$ cat src/logic/render_pkg.sv
package render_pkg;

    // Vector types with a meaning of their own
    typedef logic signed [13:0] coord_t;
    typedef logic [16:0]        fb_addr_t;
    typedef logic [5:0]         pixel_t;
    typedef logic [6:0]         texel_t;
    typedef logic [6:0]         tex_code_t;
    typedef logic [7:0]         channel_t;
    typedef logic [3:0]         reg_addr_t;
    typedef logic [31:0]        bus_word_t;
    typedef logic [8:0]         pix_x_t;
    typedef logic [7:0]         pix_y_t;

    // Screen geometry, frame stored column-major
    localparam int SCREEN_W    = 320;
    localparam int SCREEN_H    = 240;
    localparam int FB_DEPTH    = 76800;
    localparam int SPRITE_SIZE = 8;
    localparam int SPRITE_HALF = 4;
    localparam int DIVIDER_X   = 159;

    // Sprite colour that is swapped for the programmed one
    localparam pixel_t KEY_COLOR            = 6'b010101;
    localparam pixel_t DEFAULT_SPRITE_COLOR = KEY_COLOR;

    // 2-bit channel to 8-bit channel (255 / 3)
    localparam int COLOR_SCALE = 85;

    // Slave register map
    localparam reg_addr_t REG_MID_X        = 4'd1;
    localparam reg_addr_t REG_MID_Y        = 4'd2;
    localparam reg_addr_t REG_NEGATIVE     = 4'd3;
    localparam reg_addr_t REG_TEX_CODE     = 4'd4;
    localparam reg_addr_t REG_PARITY       = 4'd5;
    localparam reg_addr_t REG_START        = 4'd6;
    localparam reg_addr_t REG_SPRITE_COLOR = 4'd7;
    localparam reg_addr_t REG_PRESENT      = 4'd8;

    // Texture codes; bit 6 set means fill with the low 6 bits
    localparam tex_code_t TEX_SPRITE  = 7'd1;
    localparam tex_code_t TEX_DIVIDER = 7'd31;

    typedef enum logic [1:0] {
        IDLE,
        FILL,
        SPRITE,
        LINE
    } plot_state_t;

endpackage

$ cat src/logic/frame_flush.sv
`timescale 1ns/1ps

module frame_flush (
    input  logic                 clk,
    input  logic                 rst_n,
    input  logic                 flush_start,
    output logic                 flush_done,
    output render_pkg::fb_addr_t draw_rd_addr,
    input  render_pkg::pixel_t   draw_rd_data,
    output logic                 disp_wr_en,
    output render_pkg::fb_addr_t disp_wr_addr,
    output render_pkg::pixel_t   disp_wr_data
);

    // Address on the read port is live
    logic                 rd_valid;
    // Read data for data_addr is on draw_rd_data
    logic                 data_valid;
    render_pkg::fb_addr_t data_addr;
    logic                 last_word;

    assign last_word = (data_addr == render_pkg::fb_addr_t'(render_pkg::FB_DEPTH - 1));

    always_ff @(posedge clk or negedge rst_n) begin
        if (!rst_n) begin
            rd_valid     <= 1'b0;
            draw_rd_addr <= '0;
            data_valid   <= 1'b0;
            disp_wr_en   <= 1'b0;
            flush_done   <= 1'b0;
        end else begin
            flush_done <= 1'b0;
            data_valid <= rd_valid;
            disp_wr_en <= data_valid;

            if (flush_start) begin
                rd_valid     <= 1'b1;
                draw_rd_addr <= '0;
            end else if (rd_valid) begin
                if (draw_rd_addr == render_pkg::fb_addr_t'(render_pkg::FB_DEPTH - 1)) begin
                    rd_valid <= 1'b0;
                end else begin
                    draw_rd_addr <= draw_rd_addr + 1'b1;
                end
            end

            if (data_valid && last_word) begin
                flush_done <= 1'b1;
            end
        end
    end

    always_ff @(posedge clk) begin
        data_addr    <= draw_rd_addr;
        disp_wr_addr <= data_addr;
        disp_wr_data <= draw_rd_data;
    end

endmodule

$ cat config.mk
export PLATFORM = sky130hd
export DESIGN_NAME = frame_flush
export DESIGN_NICKNAME = d
export VERILOG_FILES = /design/src/logic/render_pkg.sv /design/src/logic/frame_flush.sv
export SDC_FILE = /design/constraint.sdc
export NUM_CORES = 1
export LEC_CHECK = 0
export BUFFER_PORTS_ARGS = -buffer_cell sky130_fd_sc_hd__buf_2
export CORE_MARGIN = 2
export CORE_UTILIZATION = 51
export CTS_BUF_LIST = sky130_fd_sc_hd__clkbuf_8 sky130_fd_sc_hd__clkbuf_16
export CTS_CLUSTER_SIZE = 8
export DETAILED_ROUTE_END_ITERATION = 8
export PLACE_DENSITY = 0.73
export SYNTH_ARGS = -nofsm -noshare
export SYNTH_HDL_FRONTEND = slang
export SYNTH_SLANG_ARGS = --single-unit
$ cat constraint.sdc
create_clock -name clk -period 2.42 [get_ports clk]
set_input_delay 0.242 -clock clk [delete_from_list [all_inputs] [get_ports clk]]
set_output_delay 0.242 -clock clk [all_outputs]
set_load 0.02 [all_outputs]
==> impl_metrics.yaml <==
power_and_ir_drop:
  ir_drop_mv: 0.343
  p_per_area_nw_per_um2: 754
  total_power_mw: 1.90
  power_leakage_nw: 1.18
sta:
  hold_viol: 0
  max_freq_mhz: 525
  fin_hold_ws_ns: 0.0242
  timing.final.crit_period_ns: 1.90
  drv_slew: 0
  finalSetupTns_ns: 0
  fin_skew_ns: 0.00884
  worst_slew_pin_slew_ns: 0.482
  fin_crit_sh_pct: 78.6
  rsz0062_at_grt: "no"
  setup_viol: 0
  final.setup.worst_slack_ns: 0.517
  relSlewSlack_pct: 67.8
layout:
  regArea_um2: 1330
  fillerInstances: 287
  syn2layout_area_growth_pct: 25.9
  drive_gt1_share_pct: 34.9
  final_area_um2: 2520
  antenna_cells: 0
  fin_nets: 234
  multi_input_area_um2: 637
critical_path:
  worstSetupPathType: "flop to flop"
  startpoint: "draw_rd_addr[0]"
  worstPathArrival_ns: 2.12
  start_kind: "flop"
  reg2reg_from: "draw_rd_addr[0]"
  critical_path.max_fanout: 13
  cp.required_ns: 2.64
  end_kind: "flop"
synthesis:
  yosys-top-cells-area: "dfxtp_1 (40%), dfrtp_1 (26%), mux2_2 (5.1%), nor2b_1 (2.8%), a21oi_1 (2.5%)"
  syn_inst: 162
  yosysMostFrequentCell: "dfxtp_1"
  syn-cell-area_um2: 2000
  synth_seq_cells: 61
  syn_nets: 172
  seq_area_frac_synth_pct: 66.3
  synth_common_cells: "dfxtp_1 (40), dfrtp_1 (21), nor2_1 (11), a21oi_1 (10)"
  avgSynthCellArea_um2: 12.4
  post-synth-top-area-fraction_pct: 40.0
  synth_top_cell_by_area: "dfxtp_1"
  ys_warn_count: 0
  synthArstFlopShare_pct: 34.4
  synth_top_flop_cell: "dfxtp_1"
  synth_edf_count: 0
  synth_cell_types: 35
detailed_routing:
  drtAntennaViolNets: 0
  vias: 1457
  drt_iter0_markers: 82
  drt_wl_total_um: 3850
  first_pass_iters: 5
  wl_per_cell_um: 13.9
  vias_per_cell: 5.26
  post-route-drc-count: 0
global_routing:
  grt_overflow: 0
  grt_max_degree: 30
  grt_pass1_vias: 1304
  grt-busiest-layer: "met2"
  use_met1_pct: 22.3
  antenna_found_initial: 0
  grtUsageMet2_pct: 28.1
  gr-usage-met3_pct: 8.95
  grt_pass1_wl_um: 5860
  grtUsageTotal_pct: 18.5
floorplanning:
  die_w_um: 66.7
  fp-row-count: 22
  fp.dieH_um: 66.7
  num_io_pins: 51
  coreArea_um2: 3720
  initial_core_util_pct: 53.9
  die-area_um2: 4440
worst_hold_path:
  hold_class: "input port to flop"
  hp-start: "draw_rd_data[2]"
cts:
  clkSlewWorstSetupHoldPaths_ns: 0.07
  cts-root-buf: "clkbuf_8"
  cts.path.max_buffers: 2
  cts_tree: "yes"
  cts_sinks: 61
  htreeDepth: 3
  post_cts_buffers: 0
  cts_buffers: 9
  clk_latency_ns: 0.33
outcome:
  outcome: "finished clean"
placement:
  numPortBuffers: 50
  gp_congestion: 0.823
  dp_slack_ns: 0.515
  post-dp-hpwl_um: 2610
  post_dp_cell_area_um2: 2280
flow_run:
  cap_violations: 0
-- through the flow --
step	util, %	std cells
6_report	67.8	277
5_1_grt	67.8	277
4_1_cts	66.5	272
3_5_place_dp	61.5	255
3_3_place_gp	61.5	255
2_1_floorplan	-	162
-- registers in the layout, summed over array words and instances (netlist names) --
| name | flops |
|---|---|
| flush_done | 1 |
| disp_wr_data | 6 |
| draw_rd_addr | 17 |
| disp_wr_addr | 17 |
| data_valid | 1 |
| rd_valid | 1 |
| disp_wr_en | 1 |
| data_addr | 17 |
-- metal layers --
metal  routed length [um]  up-vias
met5                    0        -
met2                 1890       67
li1                     -      705
met3                  278       11
met4                   57        0
met1                 1630      674
-- logic make-up (layout without fill, tap and decap cells) --
kind of cell	Yosys count	after routing	synth area share (%)
compound gates	19	19	5.56
flops	61	61	66.2
fa+ha+maj	1	1	0.625
buf+inv	8	75	1.94
mux	10	10	5.56
simple gates	63	63	20.1
-- layout by cell type, fill, tap and decap left out, types with 2 or more instances in the layout --
master / netlist / final
nand3_1: 4 / 4
a211oi_1: 2 / 2
and4_4: 2 / 2
nand4bb_1: 3 / 3
nand2b_1: 3 / 3
nor2b_1: 9 / 9
nor3_1: 2 / 2
buf_2: 1 / 50
clkinv_2: 0 / 3
clkbuf_8: 0 / 11
dfrtp_1: 21 / 21
o31ai_1: 3 / 3
mux2_2: 9 / 9
dlygate4sd3_1: 0 / 6
or3_1: 2 / 2
nor2_1: 11 / 11
nor4_1: 2 / 2
nand4_1: 5 / 5
and3_1: 2 / 2
or4_1: 4 / 4
inv_1: 3 / 4
a21oi_1: 10 / 10
dfxtp_1: 40 / 40
o21ai_0: 2 / 2
nand2_1: 7 / 7
-- critical path, cell delays in order (launching register included) --
cell	delay (ns)
dfrtp_1	0.44
ha_1	0.25
and4_4	0.21
and4bb_4	0.24
a21boi_1	0.29
mux2_2	0.37
-- power by group --
| group | internal [mW] | total (mW) | leakage [nW] | switching (mW) |
|---|---|---|---|---|
| clock network | 0.418 | 0.786 | 0.101 | 0.368 |
| logic | 0.0295 | 0.0749 | 0.482 | 0.0454 |
| registers | 1.03 | 1.04 | 0.601 | 0.0118 |
-- area by class of cell --
| class | count | share of cell area, % |
|---|---|---|
| flip-flops and latches | 61 | 52.6 |
| multi-input cells | 93 | 25.3 |
| repair buffers | 56 | 12.3 |
| clock buffers | 11 | 6.00 |
| well taps | 48 | 2.38 |
| clock inverters | 5 | 0.993 |
| inverters | 3 | 0.447 |
-- worst paths after layout --
path | end | slack [ns] | depth (start not counted)
hold reg to reg | disp_wr_addr[12] | 0.34 | 0
min in group asynchronous | draw_rd_addr[2] | 0.40 | 2
setup reg to reg | draw_rd_addr[0] | 0.52 | 5
max in group asynchronous | disp_wr_en | 1.68 | 2
setup / recovery | draw_rd_addr[0] | 0.52 | 5
hold / removal | disp_wr_data[2] | 0.02 | 1
-- timing repair --
action	CTS	global route
resized for setup	0	0
hold buffers	1	5
endpoints found under the hold margin	21	5
Note: power is estimated with default switching activity, not from simulation.
