### src/logic/render_pkg.sv
package render_pkg;

    // Vector types with a meaning of their own
    typedef logic signed [13:0] coord_t;
    typedef logic [16:0]        fb_addr_t;
    typedef logic [5:0]         pixel_t;
    typedef logic [6:0]         texel_t;
    typedef logic [6:0]         tex_code_t;
    typedef logic [7:0]         channel_t;
    typedef logic [3:0]         reg_addr_t;
    typedef logic [31:0]        bus_word_t;
    typedef logic [8:0]         pix_x_t;
    typedef logic [7:0]         pix_y_t;

    // Screen geometry, frame stored column-major
    localparam int SCREEN_W    = 320;
    localparam int SCREEN_H    = 240;
    localparam int FB_DEPTH    = 76800;
    localparam int SPRITE_SIZE = 8;
    localparam int SPRITE_HALF = 4;
    localparam int DIVIDER_X   = 159;

    // Sprite colour that is swapped for the programmed one
    localparam pixel_t KEY_COLOR            = 6'b010101;
    localparam pixel_t DEFAULT_SPRITE_COLOR = KEY_COLOR;

    // 2-bit channel to 8-bit channel (255 / 3)
    localparam int COLOR_SCALE = 85;

    // Slave register map
    localparam reg_addr_t REG_MID_X        = 4'd1;
    localparam reg_addr_t REG_MID_Y        = 4'd2;
    localparam reg_addr_t REG_NEGATIVE     = 4'd3;
    localparam reg_addr_t REG_TEX_CODE     = 4'd4;
    localparam reg_addr_t REG_PARITY       = 4'd5;
    localparam reg_addr_t REG_START        = 4'd6;
    localparam reg_addr_t REG_SPRITE_COLOR = 4'd7;
    localparam reg_addr_t REG_PRESENT      = 4'd8;

    // Texture codes; bit 6 set means fill with the low 6 bits
    localparam tex_code_t TEX_SPRITE  = 7'd1;
    localparam tex_code_t TEX_DIVIDER = 7'd31;

    typedef enum logic [1:0] {
        IDLE,
        FILL,
        SPRITE,
        LINE
    } plot_state_t;

endpackage

### src/logic/render_regs.sv
`timescale 1ns/1ps

module render_regs (
    input  logic                  clk,
    input  logic                  rst_n,
    input  render_pkg::reg_addr_t slave_address,
    input  logic                  slave_read,
    input  logic                  slave_write,
    input  render_pkg::bus_word_t slave_writedata,
    output render_pkg::bus_word_t slave_readdata,
    output logic                  slave_waitrequest,
    input  logic                  plot_done,
    input  logic                  flush_done,
    output logic                  plot_start,
    output logic                  flush_start,
    output render_pkg::coord_t    mid_x,
    output render_pkg::coord_t    mid_y,
    output render_pkg::tex_code_t tex_code,
    output render_pkg::pixel_t    sprite_color
);

    logic               negative;
    logic               parity;
    logic               wr_accept;
    logic               rd_accept;
    render_pkg::coord_t wr_x;
    render_pkg::coord_t wr_y;

    // Nothing is taken from the bus while a command is running
    assign wr_accept = slave_write && !slave_waitrequest;
    assign rd_accept = slave_read && !slave_waitrequest;

    // Raw coordinate fields, zero extended
    assign wr_x = render_pkg::coord_t'(slave_writedata[8:0]);
    assign wr_y = render_pkg::coord_t'(slave_writedata[7:0]);

    always_ff @(posedge clk or negedge rst_n) begin
        if (!rst_n) begin
            mid_x             <= '0;
            mid_y             <= '0;
            negative          <= 1'b0;
            tex_code          <= '0;
            sprite_color      <= render_pkg::DEFAULT_SPRITE_COLOR;
            plot_start        <= 1'b0;
            flush_start       <= 1'b0;
            slave_waitrequest <= 1'b0;
            slave_readdata    <= '0;
            parity            <= 1'b0;
        end else begin
            plot_start  <= 1'b0;
            flush_start <= 1'b0;

            if (wr_accept) begin
                case (slave_address)
                    render_pkg::REG_MID_X:        mid_x <= negative ? -wr_x : wr_x;
                    render_pkg::REG_MID_Y:        mid_y <= negative ? -wr_y : wr_y;
                    render_pkg::REG_NEGATIVE:     negative <= slave_writedata[0];
                    render_pkg::REG_TEX_CODE:     tex_code <= slave_writedata[6:0];
                    render_pkg::REG_SPRITE_COLOR: sprite_color <= slave_writedata[5:0];
                    render_pkg::REG_START: begin
                        plot_start        <= 1'b1;
                        slave_waitrequest <= 1'b1;
                    end
                    render_pkg::REG_PRESENT: begin
                        flush_start       <= 1'b1;
                        slave_waitrequest <= 1'b1;
                    end
                    default: ;
                endcase
            end

            // Only one command is in flight, so either done ends it
            if (plot_done || flush_done) begin
                slave_waitrequest <= 1'b0;
            end
            if (flush_done) begin
                parity <= ~parity;
            end

            if (rd_accept) begin
                if (slave_address == render_pkg::REG_PARITY) begin
                    slave_readdata <= render_pkg::bus_word_t'(parity);
                end else begin
                    slave_readdata <= '0;
                end
            end
        end
    end

endmodule

### config.mk
export PLATFORM = sky130hd
export DESIGN_NAME = render_regs
export DESIGN_NICKNAME = d
export VERILOG_FILES = /design/src/logic/render_pkg.sv /design/src/logic/render_regs.sv
export SDC_FILE = /design/constraint.sdc
export NUM_CORES = 1
export LEC_CHECK = 0
export BUFFER_PORTS_ARGS = -buffer_cell sky130_fd_sc_hd__buf_2
export CORE_MARGIN = 2
export CORE_UTILIZATION = 44
export CTS_CLUSTER_SIZE = 24
export DETAILED_ROUTE_END_ITERATION = 6
export HOLD_SLACK_MARGIN = 0.15
export PLACE_DENSITY = 0.79
export SETUP_SLACK_MARGIN = 0.02
export SYNTH_ARGS = -nofsm -noshare
export SYNTH_HDL_FRONTEND = slang
export SYNTH_SLANG_ARGS = --single-unit
export TNS_END_PERCENT = 10
### constraint.sdc
create_clock -name clk -period 1.7 [get_ports clk]
set_input_delay 0.255 -clock clk [delete_from_list [all_inputs] [get_ports clk]]
set_output_delay 0.255 -clock clk [all_outputs]
set_load 0.05 [all_outputs]
==> out/qor.csv <==
metric;value;unit
status;complete, no violations;
min-delay-path-class;input port to register;
path_buf_inv;3;
synth_top_family_by_area;buffers and inverters;
grt_pass1_vias;1489;
io_pins;118;
layout.nets;323;
ys_ff_latch;46;
numPortBuffers;63;
grt.overflow.total;0;
synth_cells;197;
synth-edff-count;0;
antenna_left;0;
pre_cts_slack;-263;ps
antenna_found_initial;0;
cp.required;1860;ps
rsz0062_at_grt;true;
die_area;0.00542;mm^2
synth_cell_type_count;31;
insertedDiodeCount;0;
fin_crit;1640;ps
grt_max_degree;26;
placementRows;25;
worst_ep_arrival_time;1790;ps
htree_levels;2;
wl_per_cell;12.6;um
path_max_fanout;3;
routed_wl;4210;um
synth-adder-area-share;0.587;%
hold_viol;0;
die-width;73.6;um
synth_compound_area_share;10.5;%
first_pass_iters;4;
clk_pin_slew;80;ps
cts_sinks;46;
setup_ws;64.9;ps
drv_cap;0;
synth_xor_area_share;3.29;%
fillers;436;
max_freq;612;MHz
yosys.area.top_type;dfrtp_1;
start_util;45.4;%
end_kind;register;
crit_path_top_delay_cell;or4_4;
clkLatencyLatePin;290;ps
mostFrequentLayoutCell;buf_2;
multiInputGateArea;825;um^2
drive_gt1_share;38.4;%
synth_top_area_share;50.5;%
grt_pass1_wl;6840;um
r2r_slack;130;ps
setup_viol;0;
slowest_delay;480;ps
finalCritPeriodShare;96.2;%
num_vias;1582;
holdWs;172;ps
final_cell_mix;buf_2, dfrtp_1, conb_1;
drt-initial-drc-count;38;
synth.area.mux_share;6.28;%
synth-simple-area-share;12.1;%
worstPathCellList;buf_2, buf_4, or4_4, buf_4, o41ai_1, xor2_1, o21ai_0;
fin_skew;7.93;ps
dp_hpwl;3280;um
post_cts_buffers;0;
synth_warnings;0;
die_y;73.6;um
fin_setup_tns;0;ps
syn_avg_cell_area;10.8;um^2
critPathTopFamily;simple AND/OR/NAND/NOR gates;
area_growth;24.6;%
cpMostUsedCell;buf_4;
vdd_drop_max;0.647;mV
worstSetupStartpointType;input port;
path_class;input port to register;
worst_pin_slew;511;ps
power_density;1440;mW/mm^2
yosys-top-cells-area;dfrtp_1, buf_4, mux2_2;
slew_violations;0;
synth_flop_cell;dfrtp_1;
clockRootBuffer;clkbuf_8;
via_per_inst;4.72;
synth_area;0.00213;mm^2
drc_errors;0;
grt_use_total;16.4;%
core_area;0.00469;mm^2
clk_path_buf_depth;2;
place_congestion;0.808;
async_reset_ff_share;100;%
seq_area;0.00116;mm^2
maxSlewHeadroom;65.9;%
p_leak;1.46;nW
cts_inserted_buffers;5;
cts_tree;done;
yosysSeqAreaShare;54.2;%
metal layers:
| layer | part of all wire, % | wire length (um) | vias up | GRT usage (%) |
|---|---|---|---|---|
| li1 | - | - | 769 | - |
| met1 | 44 | 1860 | 746 | 21.4 |
| met2 | 49 | 2050 | 63 | 27.5 |
| met3 | 6.5 | 276 | 4 | 4.12 |
| met4 | 0.69 | 29 | 0 | 4.24 |
| met5 | 0 | 0 | - | 0 |
stage by stage:
stage	cell area, um^2	power, mW	util (%)	instances
floorplan	2260	2.84	-	227
global placement	2530	3.15	53.9	324
detailed placement	2530	3.19	53.9	324
CTS	2650	3.86	56.5	335
global route	2660	4.02	56.6	335
finish	2660	3.81	56.6	335
where the power goes:
group,internal (mW),leakage (nW),switching (mW),total [mW]
sequential,1.35,0.581,0.141,1.50
combinational,0.372,0.830,1.29,1.66
clock,0.328,0.0482,0.328,0.656
state kept, by name (all words and copies together) (netlist names):
register           count
flush_start            1
mid_x                 14
mid_y                 13
negative               1
parity                 1
plot_start             1
slave_readdata         1
slave_waitrequest      1
sprite_color           6
tex_code               7
layout make-up:
class	count	area share, %
repair buffers	84	19.0
inverters	3	0.424
clock buffers	7	3.25
clock inverters	1	0.188
well taps	54	2.54
multi-input cells	140	31.0
flip-flops and latches	46	43.5
timing repair:
action | 4_1_cts | 5_1_grt
resized for setup | 0 | 4
hold endpoints to repair | 22 | 0
endpoints found under the setup margin | 0 | 8
hold buffers | 3 | 0
logic make-up after synthesis:
| logic type | count (synthesis) |
|---|---|
| xor gates and xnor gates | 8 |
| adders and majority gates | 1 |
| muxes | 12 |
| buffers and inverters | 41 |
| DFF | 46 |
| other | 1 |
| AOI/OAI and AO/OA | 37 |
| and+or+nand+nor | 51 |
cells in the mapped netlist (all sizes together), types with 3 or more instances:
| cell | n |
|---|---|
| dfstp | 3 |
| and3 | 3 |
| nor3 | 3 |
| nor2 | 5 |
| or4 | 3 |
| nor3b | 3 |
| buf | 32 |
| clkbuf | 6 |
| inv | 3 |
| o21ai | 23 |
| xor2 | 6 |
| mux2 | 11 |
| nand2 | 26 |
| dfrtp | 43 |
| a21o | 8 |
path summary, 6_finish.rpt:
path,cells after the start,from,to
setup / recovery,7,slave_writedata[0],mid_x[7]$_DFFE_PN0P_
hold / removal,2,slave_address[1],slave_readdata[0]$_DFFE_PN0P_
setup reg to reg,5,slave_waitrequest$_DFFE_PN0P_,mid_y[10]$_DFFE_PN0P_
hold reg to reg,1,parity$_DFFE_PN0P_,parity$_DFFE_PN0P_
max in group asynchronous,3,rst_n,sprite_color[2]$_DFFE_PN1P_
min in group asynchronous,2,rst_n,sprite_color[1]$_DFFE_PN0P_
(Power assumes the default switching activity.)
