## src/logic/sprite.hex

```
// One texel per line, column-major, index = column * 8 + row
// Bit 6 set draws the texel, bits 5:0 hold the RR_GG_BB colour
00
00
00
55
55
00
00
00
00
00
55
55
55
55
00
00
00
55
7C
55
55
7C
55
00
40
55
7C
7C
7C
7C
55
40
40
55
7F
40
7C
7C
55
40
00
55
7F
7F
7C
70
55
00
00
00
55
7C
70
70
15
00
00
00
00
70
70
00
00
00

```

## src/logic/render_pkg.sv

```systemverilog
package render_pkg;

    // Vector types with a meaning of their own
    typedef logic signed [13:0] coord_t;
    typedef logic [16:0]        fb_addr_t;
    typedef logic [5:0]         pixel_t;
    typedef logic [6:0]         texel_t;
    typedef logic [6:0]         tex_code_t;
    typedef logic [7:0]         channel_t;
    typedef logic [3:0]         reg_addr_t;
    typedef logic [31:0]        bus_word_t;
    typedef logic [8:0]         pix_x_t;
    typedef logic [7:0]         pix_y_t;

    // Screen geometry, frame stored column-major
    localparam int SCREEN_W    = 320;
    localparam int SCREEN_H    = 240;
    localparam int FB_DEPTH    = 76800;
    localparam int SPRITE_SIZE = 8;
    localparam int SPRITE_HALF = 4;
    localparam int DIVIDER_X   = 159;

    // Sprite colour that is swapped for the programmed one
    localparam pixel_t KEY_COLOR            = 6'b010101;
    localparam pixel_t DEFAULT_SPRITE_COLOR = KEY_COLOR;

    // 2-bit channel to 8-bit channel (255 / 3)
    localparam int COLOR_SCALE = 85;

    // Slave register map
    localparam reg_addr_t REG_MID_X        = 4'd1;
    localparam reg_addr_t REG_MID_Y        = 4'd2;
    localparam reg_addr_t REG_NEGATIVE     = 4'd3;
    localparam reg_addr_t REG_TEX_CODE     = 4'd4;
    localparam reg_addr_t REG_PARITY       = 4'd5;
    localparam reg_addr_t REG_START        = 4'd6;
    localparam reg_addr_t REG_SPRITE_COLOR = 4'd7;
    localparam reg_addr_t REG_PRESENT      = 4'd8;

    // Texture codes; bit 6 set means fill with the low 6 bits
    localparam tex_code_t TEX_SPRITE  = 7'd1;
    localparam tex_code_t TEX_DIVIDER = 7'd31;

    typedef enum logic [1:0] {
        IDLE,
        FILL,
        SPRITE,
        LINE
    } plot_state_t;

endpackage

```

## src/logic/plot_engine.sv

```systemverilog
`timescale 1ns/1ps

module plot_engine (
    input  logic                  clk,
    input  logic                  rst_n,
    input  logic                  plot_start,
    input  render_pkg::coord_t    mid_x,
    input  render_pkg::coord_t    mid_y,
    input  render_pkg::tex_code_t tex_code,
    input  render_pkg::pixel_t    sprite_color,
    output logic                  plot_done,
    output logic                  draw_wr_en,
    output render_pkg::fb_addr_t  draw_wr_addr,
    output render_pkg::pixel_t    draw_wr_data
);

    render_pkg::plot_state_t state;
    render_pkg::fb_addr_t    cnt;

    // Sprite texels, column-major, transparency bit on top
    render_pkg::texel_t sprite_rom [render_pkg::SPRITE_SIZE * render_pkg::SPRITE_SIZE];
    render_pkg::texel_t rom_q;

    // Sprite walker, one texel per cycle
    render_pkg::coord_t   spr_x;
    render_pkg::coord_t   spr_y;
    logic                 spr_on;
    render_pkg::fb_addr_t spr_addr;
    logic                 s1_hit;
    render_pkg::fb_addr_t s1_addr;

    initial begin
        $readmemh("/design/src/logic/sprite.hex", sprite_rom);
    end

    // cnt[5:3] picks the column, cnt[2:0] the row
    always_comb begin
        spr_x = mid_x - render_pkg::coord_t'(render_pkg::SPRITE_HALF)
              + render_pkg::coord_t'(cnt[5:3]);
        spr_y = mid_y - render_pkg::coord_t'(render_pkg::SPRITE_HALF)
              + render_pkg::coord_t'(cnt[2:0]);
        spr_on = (spr_x >= 0) && (spr_x < render_pkg::SCREEN_W)
              && (spr_y >= 0) && (spr_y < render_pkg::SCREEN_H);
        spr_addr = render_pkg::fb_addr_t'(spr_x * render_pkg::SCREEN_H + spr_y);
    end

    always_ff @(posedge clk or negedge rst_n) begin
        if (!rst_n) begin
            state      <= render_pkg::IDLE;
            cnt        <= '0;
            plot_done  <= 1'b0;
            draw_wr_en <= 1'b0;
            s1_hit     <= 1'b0;
        end else begin
            plot_done <= 1'b0;
            s1_hit    <= (state == render_pkg::SPRITE) && !cnt[6] && spr_on;

            case (state)
                render_pkg::IDLE: begin
                    draw_wr_en <= 1'b0;
                    cnt        <= '0;
                    if (plot_start) begin
                        if (tex_code[6]) begin
                            state <= render_pkg::FILL;
                        end else if (tex_code == render_pkg::TEX_SPRITE) begin
                            state <= render_pkg::SPRITE;
                        end else if (tex_code == render_pkg::TEX_DIVIDER) begin
                            state <= render_pkg::LINE;
                        end else begin
                            // Unknown texture, nothing to draw
                            plot_done <= 1'b1;
                        end
                    end
                end
                render_pkg::FILL: begin
                    draw_wr_en <= 1'b1;
                    cnt        <= cnt + 1'b1;
                    if (cnt == render_pkg::fb_addr_t'(render_pkg::FB_DEPTH - 1)) begin
                        state     <= render_pkg::IDLE;
                        plot_done <= 1'b1;
                    end
                end
                render_pkg::SPRITE: begin
                    // Write lags the walk by one ROM read
                    draw_wr_en <= s1_hit && rom_q[6];
                    cnt        <= cnt + 1'b1;
                    if (cnt[6]) begin
                        state     <= render_pkg::IDLE;
                        plot_done <= 1'b1;
                    end
                end
                render_pkg::LINE: begin
                    draw_wr_en <= 1'b1;
                    cnt        <= cnt + 1'b1;
                    if (cnt == render_pkg::fb_addr_t'(render_pkg::SCREEN_H - 1)) begin
                        state     <= render_pkg::IDLE;
                        plot_done <= 1'b1;
                    end
                end
                default: state <= render_pkg::IDLE;
            endcase
        end
    end

    always_ff @(posedge clk) begin
        rom_q   <= sprite_rom[cnt[5:0]];
        s1_addr <= spr_addr;
        case (state)
            render_pkg::FILL: begin
                draw_wr_addr <= cnt;
                draw_wr_data <= tex_code[5:0];
            end
            render_pkg::SPRITE: begin
                draw_wr_addr <= s1_addr;
                if (rom_q[5:0] == render_pkg::KEY_COLOR) begin
                    draw_wr_data <= sprite_color;
                end else begin
                    draw_wr_data <= rom_q[5:0];
                end
            end
            render_pkg::LINE: begin
                draw_wr_addr <= render_pkg::fb_addr_t'(render_pkg::DIVIDER_X
                              * render_pkg::SCREEN_H) + cnt;
                draw_wr_data <= '0;
            end
            default: ;
        endcase
    end

endmodule

```

## config.mk

```make
export PLATFORM = sky130hd
export DESIGN_NAME = plot_engine
export DESIGN_NICKNAME = d
export VERILOG_FILES = /design/src/logic/render_pkg.sv /design/src/logic/plot_engine.sv
export SDC_FILE = /design/constraint.sdc
export NUM_CORES = 1
export LEC_CHECK = 0
export CAP_MARGIN = 5
export CORE_ASPECT_RATIO = 1.2
export CORE_MARGIN = 8
export CORE_UTILIZATION = 65
export CTS_CLUSTER_SIZE = 24
export DETAILED_ROUTE_END_ITERATION = 12
export DONT_BUFFER_PORTS = 1
export HOLD_SLACK_MARGIN = 0.1
export PLACE_DENSITY = 0.92
export SYNTH_ARGS = -nofsm -noshare
export SYNTH_HDL_FRONTEND = slang
export SYNTH_SLANG_ARGS = --single-unit
```

## constraint.sdc

```tcl
create_clock -name clk -period 8.3 [get_ports clk]
set_clock_uncertainty 0.1 [all_clocks]
set_input_delay 0.415 -clock clk [delete_from_list [all_inputs] [get_ports clk]]
set_output_delay 0.415 -clock clk [all_outputs]
set_load 0.1 [all_outputs]
```

==> impl_metrics.yaml <==
global_route:
  grt_start_max_net_pins: 42
  grt_pass1_vias: 4534
  overflow: 0
  grt_pass1_wl_mm: 19.4
  antenna_found_initial: 0
  grt_use_total_pct: 20.5
sta:
  drv_slew: 0
  fmax_mhz: 155
  final_hold_viol_count: 0
  whs_ns: 0.169
  slew_headroom_pct: 34.0
  rsz0062_at_grt: "false"
  setup_viol: 0
  setup_tns_ns: 0
  worstMarginPinSlew_ns: 0.986
  period_needed_ns: 6.44
  layout_worst_path_cycle_share_pct: 77.5
layout:
  layout-drive-gt1-share_pct: 3.92
  syn_to_final_growth_pct: 5.23
  mostFrequentLayoutCell: "inv_1"
  final_cells: 751
  final_nets: 761
  antenna_cells: 0
  layout_common_cells: "inv_1, ha_1, a21oi_1"
  stdcell_area_sq_mm: 0.00579
clocking:
  root_buffer: "clkbuf_8"
  cts_resized: 0
  cts.sinks: 61
  clkLatencyLatePin_ns: 0.34
  clockBufferDepth: 2
  cts_buffers: 9
  cts-hold-fix-buffers: 2
  cts_setup_buffers: 0
  htreeDepth: 3
  cts_tree: "built"
  clk_pin_slew_ns: 0.06
place:
  io_buffers: 0
  placed_cell_area_sq_mm: 0.00558
  dp_cells: 733
  dpl.hpwl_mm: 9.16
  place_congestion: 0.880
floorplan:
  dieWidth_microns: 100
  die_y_microns: 117
  num_io_pins: 69
  placement_rows: 36
  fp.dieArea_sq_mm: 0.0117
  coreArea_sq_mm: 0.00815
  start_util_pct: 67.5
worst_setup_path:
  path_max_fanout: 7
  crit_arrival_ns: 6.55
  criticalPathCategory: "reg -> reg"
  crit_path_end_kind: "register"
  critPathLaunchType: "register"
  cp.required_ns: 8.42
  r2r_cells: 24
route:
  vias_per_cell: 5.93
  drc_errors: 0
  wire_per_inst_microns: 15.3
  firstDrtPassIters: 5
  met1Wirelength_mm: 4.44
  dr.max_layer_used: "met4"
  ant_nets: 0
  wl_mm: 11.5
  met3WireLength_microns: 651
  route.met2.wl_mm: 6.09
  vias: 4451
  first_iter_violations: 212
logic_synthesis:
  synthCells: 639
  ys_ff_latch: 61
  yosys_warnings: 0
  synth.avg_cell_area_sq_um: 8.61
  synthArstFlopShare_pct: 34.4
  yosysSeqAreaShare_pct: 28.3
  synth_nets: 768
  synth_area_sq_mm: 0.00550
  ys_types: 59
  synth-edff-count: 23
  ys.flop_type: "edfxtp_1"
min_path:
  hold_path.class: "in -> reg"
  hold_depth: 2
power:
  p_leak_nw: 2.78
  p_total_w: 0.00238
  vdd_drop_max_mv: 0.356
  power_density_mw_per_mm2: 411
run:
  cap_violations: 0
outcome:
  status: "complete, no violations"
-- routing by layer --
| metal | up-vias | GRT usage [%] |
|---|---|---|
| li1 | 2176 | - |
| met1 | 2098 | 20.3 |
| met2 | 140 | 39.3 |
| met3 | 37 | 4.50 |
| met4 | 0 | 10.0 |
| met5 | - | 0 |
-- path summary, 6_finish.rpt --
kind                                    startpoint                        end  slack [ns]
worst max-delay path              cnt[4]$_DFF_PN0_        s1_addr[16]$_DFF_P_        1.86
worst min-delay path               sprite_color[2]  draw_wr_data[2]$_DFFE_PN_        0.17
worst max register to register    cnt[4]$_DFF_PN0_        s1_addr[16]$_DFF_P_        1.86
worst min register to register  s1_addr[0]$_DFF_P_  draw_wr_addr[0]$_DFFE_PN_        0.44
max in group asynchronous                    rst_n           cnt[8]$_DFF_PN0_        6.91
min in group asynchronous                    rst_n       state[1]$_DFFE_PN0P_        0.59
-- kinds of logic after synthesis --
family                   share of synthesized area [%]
AO/OA/AOI/OAI                                     16.5
XOR/XNOR                                          9.46
adder cells (fa/ha/maj)                           21.9
buffers and inverters                             8.12
flip-flops                                        28.3
multiplexers                                      1.16
AND/OR/NAND/NOR                                   14.5
-- flip-flops by register name, summed over array words and instances, names as in the netlist --
name and count:
draw_wr_addr 17, cnt 17, draw_wr_data 6, s1_addr 17
draw_wr_en 1, state 2, plot_done 1
-- area by class of cell --
cell class,count,area [sq um]
Fill cell,568,2360
Clock inverter,1,5.00
Sequential cell,61,1560
Clock buffer,15,188
Inverter,97,364
Tap cell,114,143
Multi-Input combinational cell,459,3500
Timing Repair Buffer,4,35.0
-- worst max-delay path, cell delays in order, from the launching register on --
cell and delay, ns:
dfrtp_1 0.48, ha_1 0.33, ha_1 0.20, inv_1 0.07
fa_1 0.40, xnor2_1 0.45, ha_1 0.34, fa_1 0.51
inv_1 0.05, fa_1 0.50, inv_1 0.04, ha_1 0.34
inv_1 0.08, o21bai_1 0.10, a21oi_1 0.24, o21bai_1 0.09
a21oi_1 0.30, xnor2_1 0.11, ha_1 0.36, nand3_1 0.10
a21oi_1 0.21, nor3_1 0.09, nor3_1 0.28, xor3_1 0.38
xor2_1 0.16
-- Yosys cell counts, drive strengths merged, types with 19 or more instances --
cell type	n	area, sq um
nand2	32	120
dfrtp	21	526
nand3	20	100
inv	97	364
nor2	48	180
o21ai	36	180
edfxtp	23	691
ha	66	826
clkbuf	21	78.8
xnor2	41	359
a21oi	60	304
fa	19	380
-- through the flow --
stage                     setup WS, ns  utilization, %
after floorplan                   2.50               -
after global placement            2.05            68.4
after detailed placement          1.89            68.4
after CTS                         1.86            71.0
after global routing              1.38            71.0
final                             1.86            71.0
-- report_power, final --
group	switching, W	internal, W	total (W)	leakage [nW]
Sequential	0.0000103	0.000373	0.000383	0.671
Clock	0.000102	0.000143	0.000245	0.0989
Combinational	0.000934	0.000818	0.00175	2.01
Total	0.00105	0.00133	0.00238	2.78
(Power assumes the default switching activity.)
