File: src/logic/render_pkg.sv
package render_pkg;

    // Vector types with a meaning of their own
    typedef logic signed [13:0] coord_t;
    typedef logic [16:0]        fb_addr_t;
    typedef logic [5:0]         pixel_t;
    typedef logic [6:0]         texel_t;
    typedef logic [6:0]         tex_code_t;
    typedef logic [7:0]         channel_t;
    typedef logic [3:0]         reg_addr_t;
    typedef logic [31:0]        bus_word_t;
    typedef logic [8:0]         pix_x_t;
    typedef logic [7:0]         pix_y_t;

    // Screen geometry, frame stored column-major
    localparam int SCREEN_W    = 320;
    localparam int SCREEN_H    = 240;
    localparam int FB_DEPTH    = 76800;
    localparam int SPRITE_SIZE = 8;
    localparam int SPRITE_HALF = 4;
    localparam int DIVIDER_X   = 159;

    // Sprite colour that is swapped for the programmed one
    localparam pixel_t KEY_COLOR            = 6'b010101;
    localparam pixel_t DEFAULT_SPRITE_COLOR = KEY_COLOR;

    // 2-bit channel to 8-bit channel (255 / 3)
    localparam int COLOR_SCALE = 85;

    // Slave register map
    localparam reg_addr_t REG_MID_X        = 4'd1;
    localparam reg_addr_t REG_MID_Y        = 4'd2;
    localparam reg_addr_t REG_NEGATIVE     = 4'd3;
    localparam reg_addr_t REG_TEX_CODE     = 4'd4;
    localparam reg_addr_t REG_PARITY       = 4'd5;
    localparam reg_addr_t REG_START        = 4'd6;
    localparam reg_addr_t REG_SPRITE_COLOR = 4'd7;
    localparam reg_addr_t REG_PRESENT      = 4'd8;

    // Texture codes; bit 6 set means fill with the low 6 bits
    localparam tex_code_t TEX_SPRITE  = 7'd1;
    localparam tex_code_t TEX_DIVIDER = 7'd31;

    typedef enum logic [1:0] {
        IDLE,
        FILL,
        SPRITE,
        LINE
    } plot_state_t;

endpackage

File: src/logic/pixel_out.sv
`timescale 1ns/1ps

module pixel_out (
    input  logic                 clk,
    input  logic                 rst_n,
    input  render_pkg::pix_x_t   pixel_x,
    input  render_pkg::pix_y_t   pixel_y,
    output render_pkg::fb_addr_t disp_rd_addr,
    input  render_pkg::pixel_t   disp_rd_data,
    output render_pkg::channel_t red,
    output render_pkg::channel_t green,
    output render_pkg::channel_t blue
);

    render_pkg::pix_x_t x_prev;
    render_pkg::pix_y_t y_prev;
    logic               reading;

    // Column-major lookup
    assign disp_rd_addr = render_pkg::fb_addr_t'(pixel_x * render_pkg::SCREEN_H + pixel_y);

    always_ff @(posedge clk or negedge rst_n) begin
        if (!rst_n) begin
            x_prev  <= '1;
            y_prev  <= '1;
            reading <= 1'b0;
            red     <= '0;
            green   <= '0;
            blue    <= '0;
        end else if (x_prev != pixel_x || y_prev != pixel_y) begin
            x_prev  <= pixel_x;
            y_prev  <= pixel_y;
            reading <= 1'b1;
        end else if (reading) begin
            // RAM output now belongs to the new coordinate
            red     <= render_pkg::channel_t'(disp_rd_data[5:4] * render_pkg::COLOR_SCALE);
            green   <= render_pkg::channel_t'(disp_rd_data[3:2] * render_pkg::COLOR_SCALE);
            blue    <= render_pkg::channel_t'(disp_rd_data[1:0] * render_pkg::COLOR_SCALE);
            reading <= 1'b0;
        end
    end

endmodule

File: config.mk
export PLATFORM = sky130hd
export DESIGN_NAME = pixel_out
export DESIGN_NICKNAME = d
export VERILOG_FILES = /design/src/logic/render_pkg.sv /design/src/logic/pixel_out.sv
export SDC_FILE = /design/constraint.sdc
export NUM_CORES = 1
export LEC_CHECK = 0
export BUFFER_PORTS_ARGS = -buffer_cell sky130_fd_sc_hd__clkbuf_2
export CELL_PAD_IN_SITES_DETAIL_PLACEMENT = 1
export CELL_PAD_IN_SITES_GLOBAL_PLACEMENT = 1
export CORE_MARGIN = 5
export CORE_UTILIZATION = 40
export CTS_CLUSTER_DIAMETER = 30
export DETAILED_ROUTE_END_ITERATION = 6
export PLACE_DENSITY = 0.78
export SYNTH_ARGS = -nofsm -noshare
export SYNTH_HDL_FRONTEND = slang
export SYNTH_SLANG_ARGS = --single-unit
File: constraint.sdc
create_clock -name clk -period 3.8 [get_ports clk]
set_input_delay 0.19 -clock clk [delete_from_list [all_inputs] [get_ports clk]]
set_output_delay 0.19 -clock clk [all_outputs]
set_load 0.01 [all_outputs]
==> impl_metrics.py, run 1 <==
metrics = {
    "critical_path": {
        "crit_required_ps": 3610,
        "critPathKind": "in -> out",
        "cp-start-kind": "primary input",
        "crit_end": "disp_rd_addr[15]",
        "cp.arrival_ps": 3410,
        "reg2reg_slack_ps": 1740,
        "r2r_cells": 6,
        "crit_path_max_fanout": 5,
        "r2r_start": "y_prev[3]",
        "cp-end-kind": "primary output",
        "r2r_end": "green[5]",
        "crit_start": "pixel_x[0]",
    },
    "timing": {
        "worstMarginPinSlew_ps": 589.3,
        "slew_violations": 0,
        "skew_ps": 5.248,
        "timing.final.ws_setup_ps": 205.0,
        "max-slew-margin-rel_pct": 60.72,
        "max_freq_mhz": 278.2,
        "hold_slack_ps": 33.26,
        "min_period_ps": 3595,
        "setup_viol": 0,
        "min_period_over_period_pct": 94.61,
        "hold_violations": 0,
    },
    "floorplanning": {
        "initial_core_util_pct": 41.70,
        "io_pins": 66,
        "dieArea_sq_um": 7475,
        "coreArea_sq_um": 5608,
        "fp.dieH_microns": 86.46,
        "core.rowCount": 27,
        "die_w_microns": 86.46,
    },
    "yosys": {
        "async_reset_ff_share_pct": 100.0,
        "synthSimpleGateAreaFrac_pct": 7.330,
        "syn-cell-area_sq_um": 2338,
        "synth_area_leaders": "dfstp_2 19%, fa_1 14%, ha_1 11%",
        "synth_most_common_cell": "inv_1",
        "synth_largest_area_cell": "dfstp_2",
        "ys_seq_area_share_pct": 26.59,
        "synth.ff_latch_count": 24,
        "syn_nets": 298,
        "synth_edf_count": 0,
        "synth_top_family_by_area": "adder cells",
        "ys.flop_type": "dfstp_2",
        "yosysTopAreaCellShare_pct": 19.10,
        "synth_cell_types": 38,
        "netlist_instances": 237,
        "muxShareOfSynthArea_pct": 3.852,
        "synth_xor_area_share_pct": 13.48,
        "synth_compound_area_share_pct": 8.454,
        "avgSynthCellArea_sq_um": 9.867,
        "synth.top_cells.by_count": "33 x inv_1, 27 x xnor2_1, 22 x buf_4",
        "synth_fa_ha_area_share_pct": 24.40,
        "yosys_warnings": 0,
    },
    "global_route": {
        "overflow": 0,
        "grt_pass1_wl_microns": 8645,
        "grt_pass1_vias": 1800,
        "antenna_found_initial": 0,
        "grt_max_degree": 25,
        "grt_usage_pct": 14.42,
    },
    "outcome": {
        "status": "finished, final reports clean",
    },
    "placement": {
        "place_area_sq_um": 2521,
        "portBuffers": 65,
        "globalplace.congestion": 0.8059,
        "pre_cts_slack_ps": 39.06,
        "place_hpwl_microns": 4415,
    },
    "power_and_ir_drop": {
        "p_sw_w": 0.0005198,
        "p_sw_share_pct": 42.97,
        "leakage_nw": 1.305,
        "p_seq_share_pct": 22.8,
        "powerDensity_nw_per_um2": 459.0,
        "power.internal_w": 0.0006897,
        "ir_drop_uv": 231.6,
        "pwr-share-comb_pct": 63.1,
        "clkPwrFrac_pct": 14.1,
    },
    "clock_tree": {
        "worstSkewPairLatency_ps": 270,
        "path_clk_slew_ps": 80,
        "clockBufferDepth": 2,
        "clock-sinks": 24,
        "cts_tree": "yes",
        "cts-root-buf": "clkbuf_8",
        "h-tree-depth": 1,
        "cts_buffers": 3,
    },
    "min_path": {
        "hp-class": "in -> reg",
    },
    "drt": {
        "via_per_inst": 4.850,
        "wl_microns": 5179,
        "vias": 1654,
        "firstDrtPassIters": 4,
        "drcViolationCount": 0,
        "wl_per_cell_microns": 15.19,
        "drt_first_iter_violations": 36,
        "ant_nets": 0,
    },
    "flow_run": {
        "cap_violations": 0,
    },
    "layout": {
        "nFillCells": 669,
        "final_area_sq_um": 2635,
        "drive_gt1_share_pct": 39.03,
        "syn2layout_area_growth_pct": 12.68,
        "antenna_cells": 0,
        "multi_input_area_sq_um": 1386,
        "fin_nets": 331,
        "area.sequential_sq_um": 621.8,
    },
}
==> routing by layer <==
layer | share of wire [%] | vias up | wire length [microns] | GRT usage (%)
li1 | - | 798 | - | -
met1 | 39 | 816 | 2038 | 16.57
met4 | 0.79 | 0 | 41 | 2.125
met3 | 4.0 | 4 | 205 | 1.521
met5 | 0 | - | 0 | 0
met2 | 56 | 36 | 2894 | 28.79
==> power groups by stage <==
stage	Sequential [W]	Combinational (W)	Clock (W)
3_5_place_dp	0.000280	0.000738	0
4_1_cts	0.000276	0.000744	0.000176
6_report	0.000276	0.000763	0.000170
3_3_place_gp	0.000280	0.000714	0
2_1_floorplan	0.000280	0.000518	0
5_1_grt	0.000277	0.000855	0.000192
==> sequential cells by signal, summed over array words and instances, names as in the netlist <==
signal   count
blue         2
green        2
reading      1
red          2
x_prev       9
y_prev       8
==> kinds of logic (layout without fill, tap and decap cells) <==
logic type / Yosys count / after routing
xor+xnor: 36 / 36
buf+inv: 73 / 105
simple gates: 32 / 32
mux: 6 / 6
compound gates: 30 / 30
flops: 24 / 24
fa+ha+maj: 36 / 36
==> worst max-delay path: stages <==
cell      delay (ps)
clkbuf_2         150
fa_1             580
inv_1             60
fa_1             470
fa_1             500
inv_1             40
ha_1             330
nand3_1          100
a21oi_2          200
nand3_1          190
nor4_2           280
xnor2_1          150
clkbuf_2         150
==> cell usage in the layout (no fill, tap or decap), types with 3 or more instances in the layout <==
cell type	Yosys	layout
mux2_4	6	6
a21oi_1	10	7
clkbuf_2	0	65
nand3_1	3	3
clkbuf_8	0	4
o211ai_1	3	3
ha_1	20	19
nor2_1	10	10
nand4_1	5	5
fa_1	16	16
dfrtp_1	7	7
nand2_1	4	4
xor2_1	9	9
inv_1	33	31
a21o_1	4	4
dfstp_2	17	17
a21oi_2	0	3
xnor2_1	27	27
==> worst min path at each step <==
stage | endpoint | depth (start not counted) | start | slack, ps
global route | y_prev[4] | 1 | pixel_y[4] | 20
global placement | blue[5] | 1 | rst_n | 200
finish | y_prev[3] | 1 | pixel_y[3] | 30
floorplan | blue[5] | 0 | rst_n | -110
detailed placement | red[5] | 1 | rst_n | 210
CTS | x_prev[5] | 1 | pixel_x[5] | 30
==> through the flow <==
stage	power, W	cells	utilization, %	setup TNS (ps)
final	0.001210	341	46.99	0
after global routing	0.001324	341	46.99	-0.6355
after CTS	0.001196	341	46.12	0
after floorplan	0.0007981	237	-	0
after global placement	0.0009943	336	44.96	0
after detailed placement	0.001019	336	44.96	0
==> cell type report <==
class	instances	share of cell area (%)
Tap cell	72	3.419
Multi-Input combinational cell	140	52.61
Sequential cell	24	23.60
Clock buffer	4	2.089
Timing Repair Buffer	68	13.30
Inverter	33	4.986
==> timing repair <==
action                                  in CTS  in global routing
setup buffers                                0                  0
endpoints found under the setup margin       0                  5
endpoints found under the hold margin        7                  0
gates resized for setup                      0                 12
hold buffers                                 1                  0
Note: power is estimated with default switching activity, not from simulation.
==> run 2: changes to the inputs <==
Settings changed: CORE_MARGIN 5 to unset.
==> run 2 against run 1 <==
Net effect:
- worst setup slack got worse by 19 ps
- fmax fell by 0.52%
- worst hold slack lost 1.1 ps
- power rose by 0.62%
- largest power group unchanged
==> impl_metrics.py, run 2 (synthesis results as in run 1) <==
metrics = {
    "outcome": {
        "status": "finished, final reports clean",
    },
    "critical_path": {
        "r2r_end": "blue[5]",
        "r2r_start": "y_prev[0]",
        "crit_path_max_fanout": 5,
        "reg2reg_slack_ps": 1680,
        "worstPathCellList": "clkbuf_2, fa_1, inv_1, fa_1, inv_1, ha_1, a211oi_2, buf_4, o21ai_1, a221o_1, xnor2_1, nor4_2, xnor2_1, clkbuf_2",
        "slowest_stage": "fa_1",
        "cp-end-kind": "primary output",
        "crit_required_ps": 3610,
        "cp-start-kind": "primary input",
        "critPathKind": "in -> out",
        "r2r_cells": 6,
        "crit_path_max_incr_delay_ps": 570,
        "cp.arrival_ps": 3420,
    },
    "layout": {
        "drive_gt1_share_pct": 39.56,
        "antenna_cells": 0,
        "final_cell_mix": "65 x clkbuf_2, 31 x inv_1, 27 x xnor2_1, 20 x ha_1, 17 x dfstp_2",
        "largest_reg_flops": 9,
        "syn2layout_area_growth_pct": 13.54,
        "layout_commonest_cell": "clkbuf_2",
        "final_util_pct": 47.63,
        "fin_nets": 335,
        "regMostFlops": "x_prev",
        "nFillCells": 662,
        "reg_top3": "x_prev x9, y_prev x8",
    },
    "drt": {
        "wl_microns": 4968,
        "drcViolationCount": 0,
        "drt_first_iter_violations": 33,
        "wl_per_cell_microns": 14.40,
        "vias": 1680,
        "drt-met1-wl_microns": 2007,
        "firstDrtPassIters": 4,
        "ant_nets": 0,
        "routed.top_layer": "met4",
        "route.met3.wl_microns": 77,
        "dr_wl_met2_microns": 2853,
        "via_per_inst": 4.870,
    },
    "min_path": {
        "worstHoldEndpoint": "y_prev[1]",
        "hp-class": "in -> reg",
        "hold_depth": 1,
        "min-delay-start": "pixel_y[1]",
    },
    "global_route": {
        "grt_pass1_vias": 1710,
        "grt_max_degree": 25,
        "grt_pass1_wl_microns": 7983,
        "grt_usage_pct": 16.53,
        "overflow": 0,
        "antenna_found_initial": 0,
    },
    "timing": {
        "hold_slack_ps": 32.14,
        "hold_violations": 0,
        "tns_ps": 0,
        "skew_ps": 3.215,
        "worstMarginPinSlew_ps": 613.0,
        "max-slew-margin-rel_pct": 59.13,
        "min_period_ps": 3614,
        "slew_violations": 0,
        "timing.final.ws_setup_ps": 186.3,
        "max_freq_mhz": 276.7,
        "setup_viol": 0,
        "min_period_over_period_pct": 95.10,
    },
    "clock_tree": {
        "cts-root-buf": "clkbuf_8",
        "cts_buffers": 3,
        "clockBufferDepth": 2,
        "cts_tree": "yes",
        "path_clk_slew_ps": 80,
        "worstSkewPairLatency_ps": 260,
        "clock-sinks": 24,
        "h-tree-depth": 1,
    },
    "floorplanning": {
        "dieArea_sq_um": 6156,
        "fp.dieH_microns": 78.46,
        "die_w_microns": 78.46,
        "coreArea_sq_um": 5574,
        "core.rowCount": 27,
        "initial_core_util_pct": 41.95,
        "io_pins": 66,
    },
    "placement": {
        "pre_cts_slack_ps": 136.5,
        "portBuffers": 65,
        "place_hpwl_microns": 4112,
        "globalplace.congestion": 0.7269,
    },
    "power_and_ir_drop": {
        "leakage_nw": 1.322,
        "powerDensity_nw_per_um2": 458.4,
        "ir_drop_uv": 194.9,
    },
    "flow_run": {
        "cap_violations": 0,
    },
}
-- run 2: what timing repair did --
item / CTS / global route
hold buffers: 1 / 0
buffers inserted: 0 / 2
endpoints found under the setup margin: 0 / 2
resized for setup: 0 / 10
endpoints found under the hold margin: 7 / 0
-- run 2: metal layers --
layer,track usage [%],vias to the layer above
met3,1.860,2
met4,3.333,0
met2,32.11,26
met5,0,-
met1,19.30,851
li1,-,801
-- run 2: stage by stage --
stage	area, sq um	power [W]	cells
2_1_floorplan	2338	0.0007981	237
3_3_place_gp	2536	0.001006	338
3_5_place_dp	2536	0.001024	338
4_1_cts	2601	0.001204	343
5_1_grt	2655	0.001325	345
6_report	2655	0.001217	345
-- run 2: cell type report --
type	count	area, sq um	area share (%)
repair buffers	72	380.4	14.33
clock buffers	4	55.05	2.074
flip-flops and latches	24	621.8	23.42
multi-input cells	140	1376	51.84
inverters	33	131.4	4.948
well taps	72	90.09	3.393
-- run 2: where the power goes --
part / internal, W / switching [W] / total, W / leakage [nW]
Sequential: 0.000272 / 0.00000449 / 0.000276 / 0.271
Clock: 0.0000924 / 0.0000795 / 0.000172 / 0.0288
Combinational: 0.000335 / 0.000434 / 0.000769 / 1.02
-- run 2: worst max path at each step --
stage	startpoint	endpoint	depth (start not counted)
floorplan	pixel_x[4]	disp_rd_addr[16]	11
global route	pixel_x[3]	disp_rd_addr[16]	13
global placement	pixel_x[3]	disp_rd_addr[16]	14
CTS	pixel_x[0]	disp_rd_addr[16]	13
detailed placement	pixel_x[0]	disp_rd_addr[16]	13
finish	pixel_x[0]	disp_rd_addr[16]	14
-- run 2: critical path: cells and delay by family --
family	cells	cell delay, ps
AOI/OAI and AO/OA	3	650
and+or+nand+nor	1	300
xor gates and xnor gates	2	350
adders and majority gates	3	1370
buffers and inverters	5	560
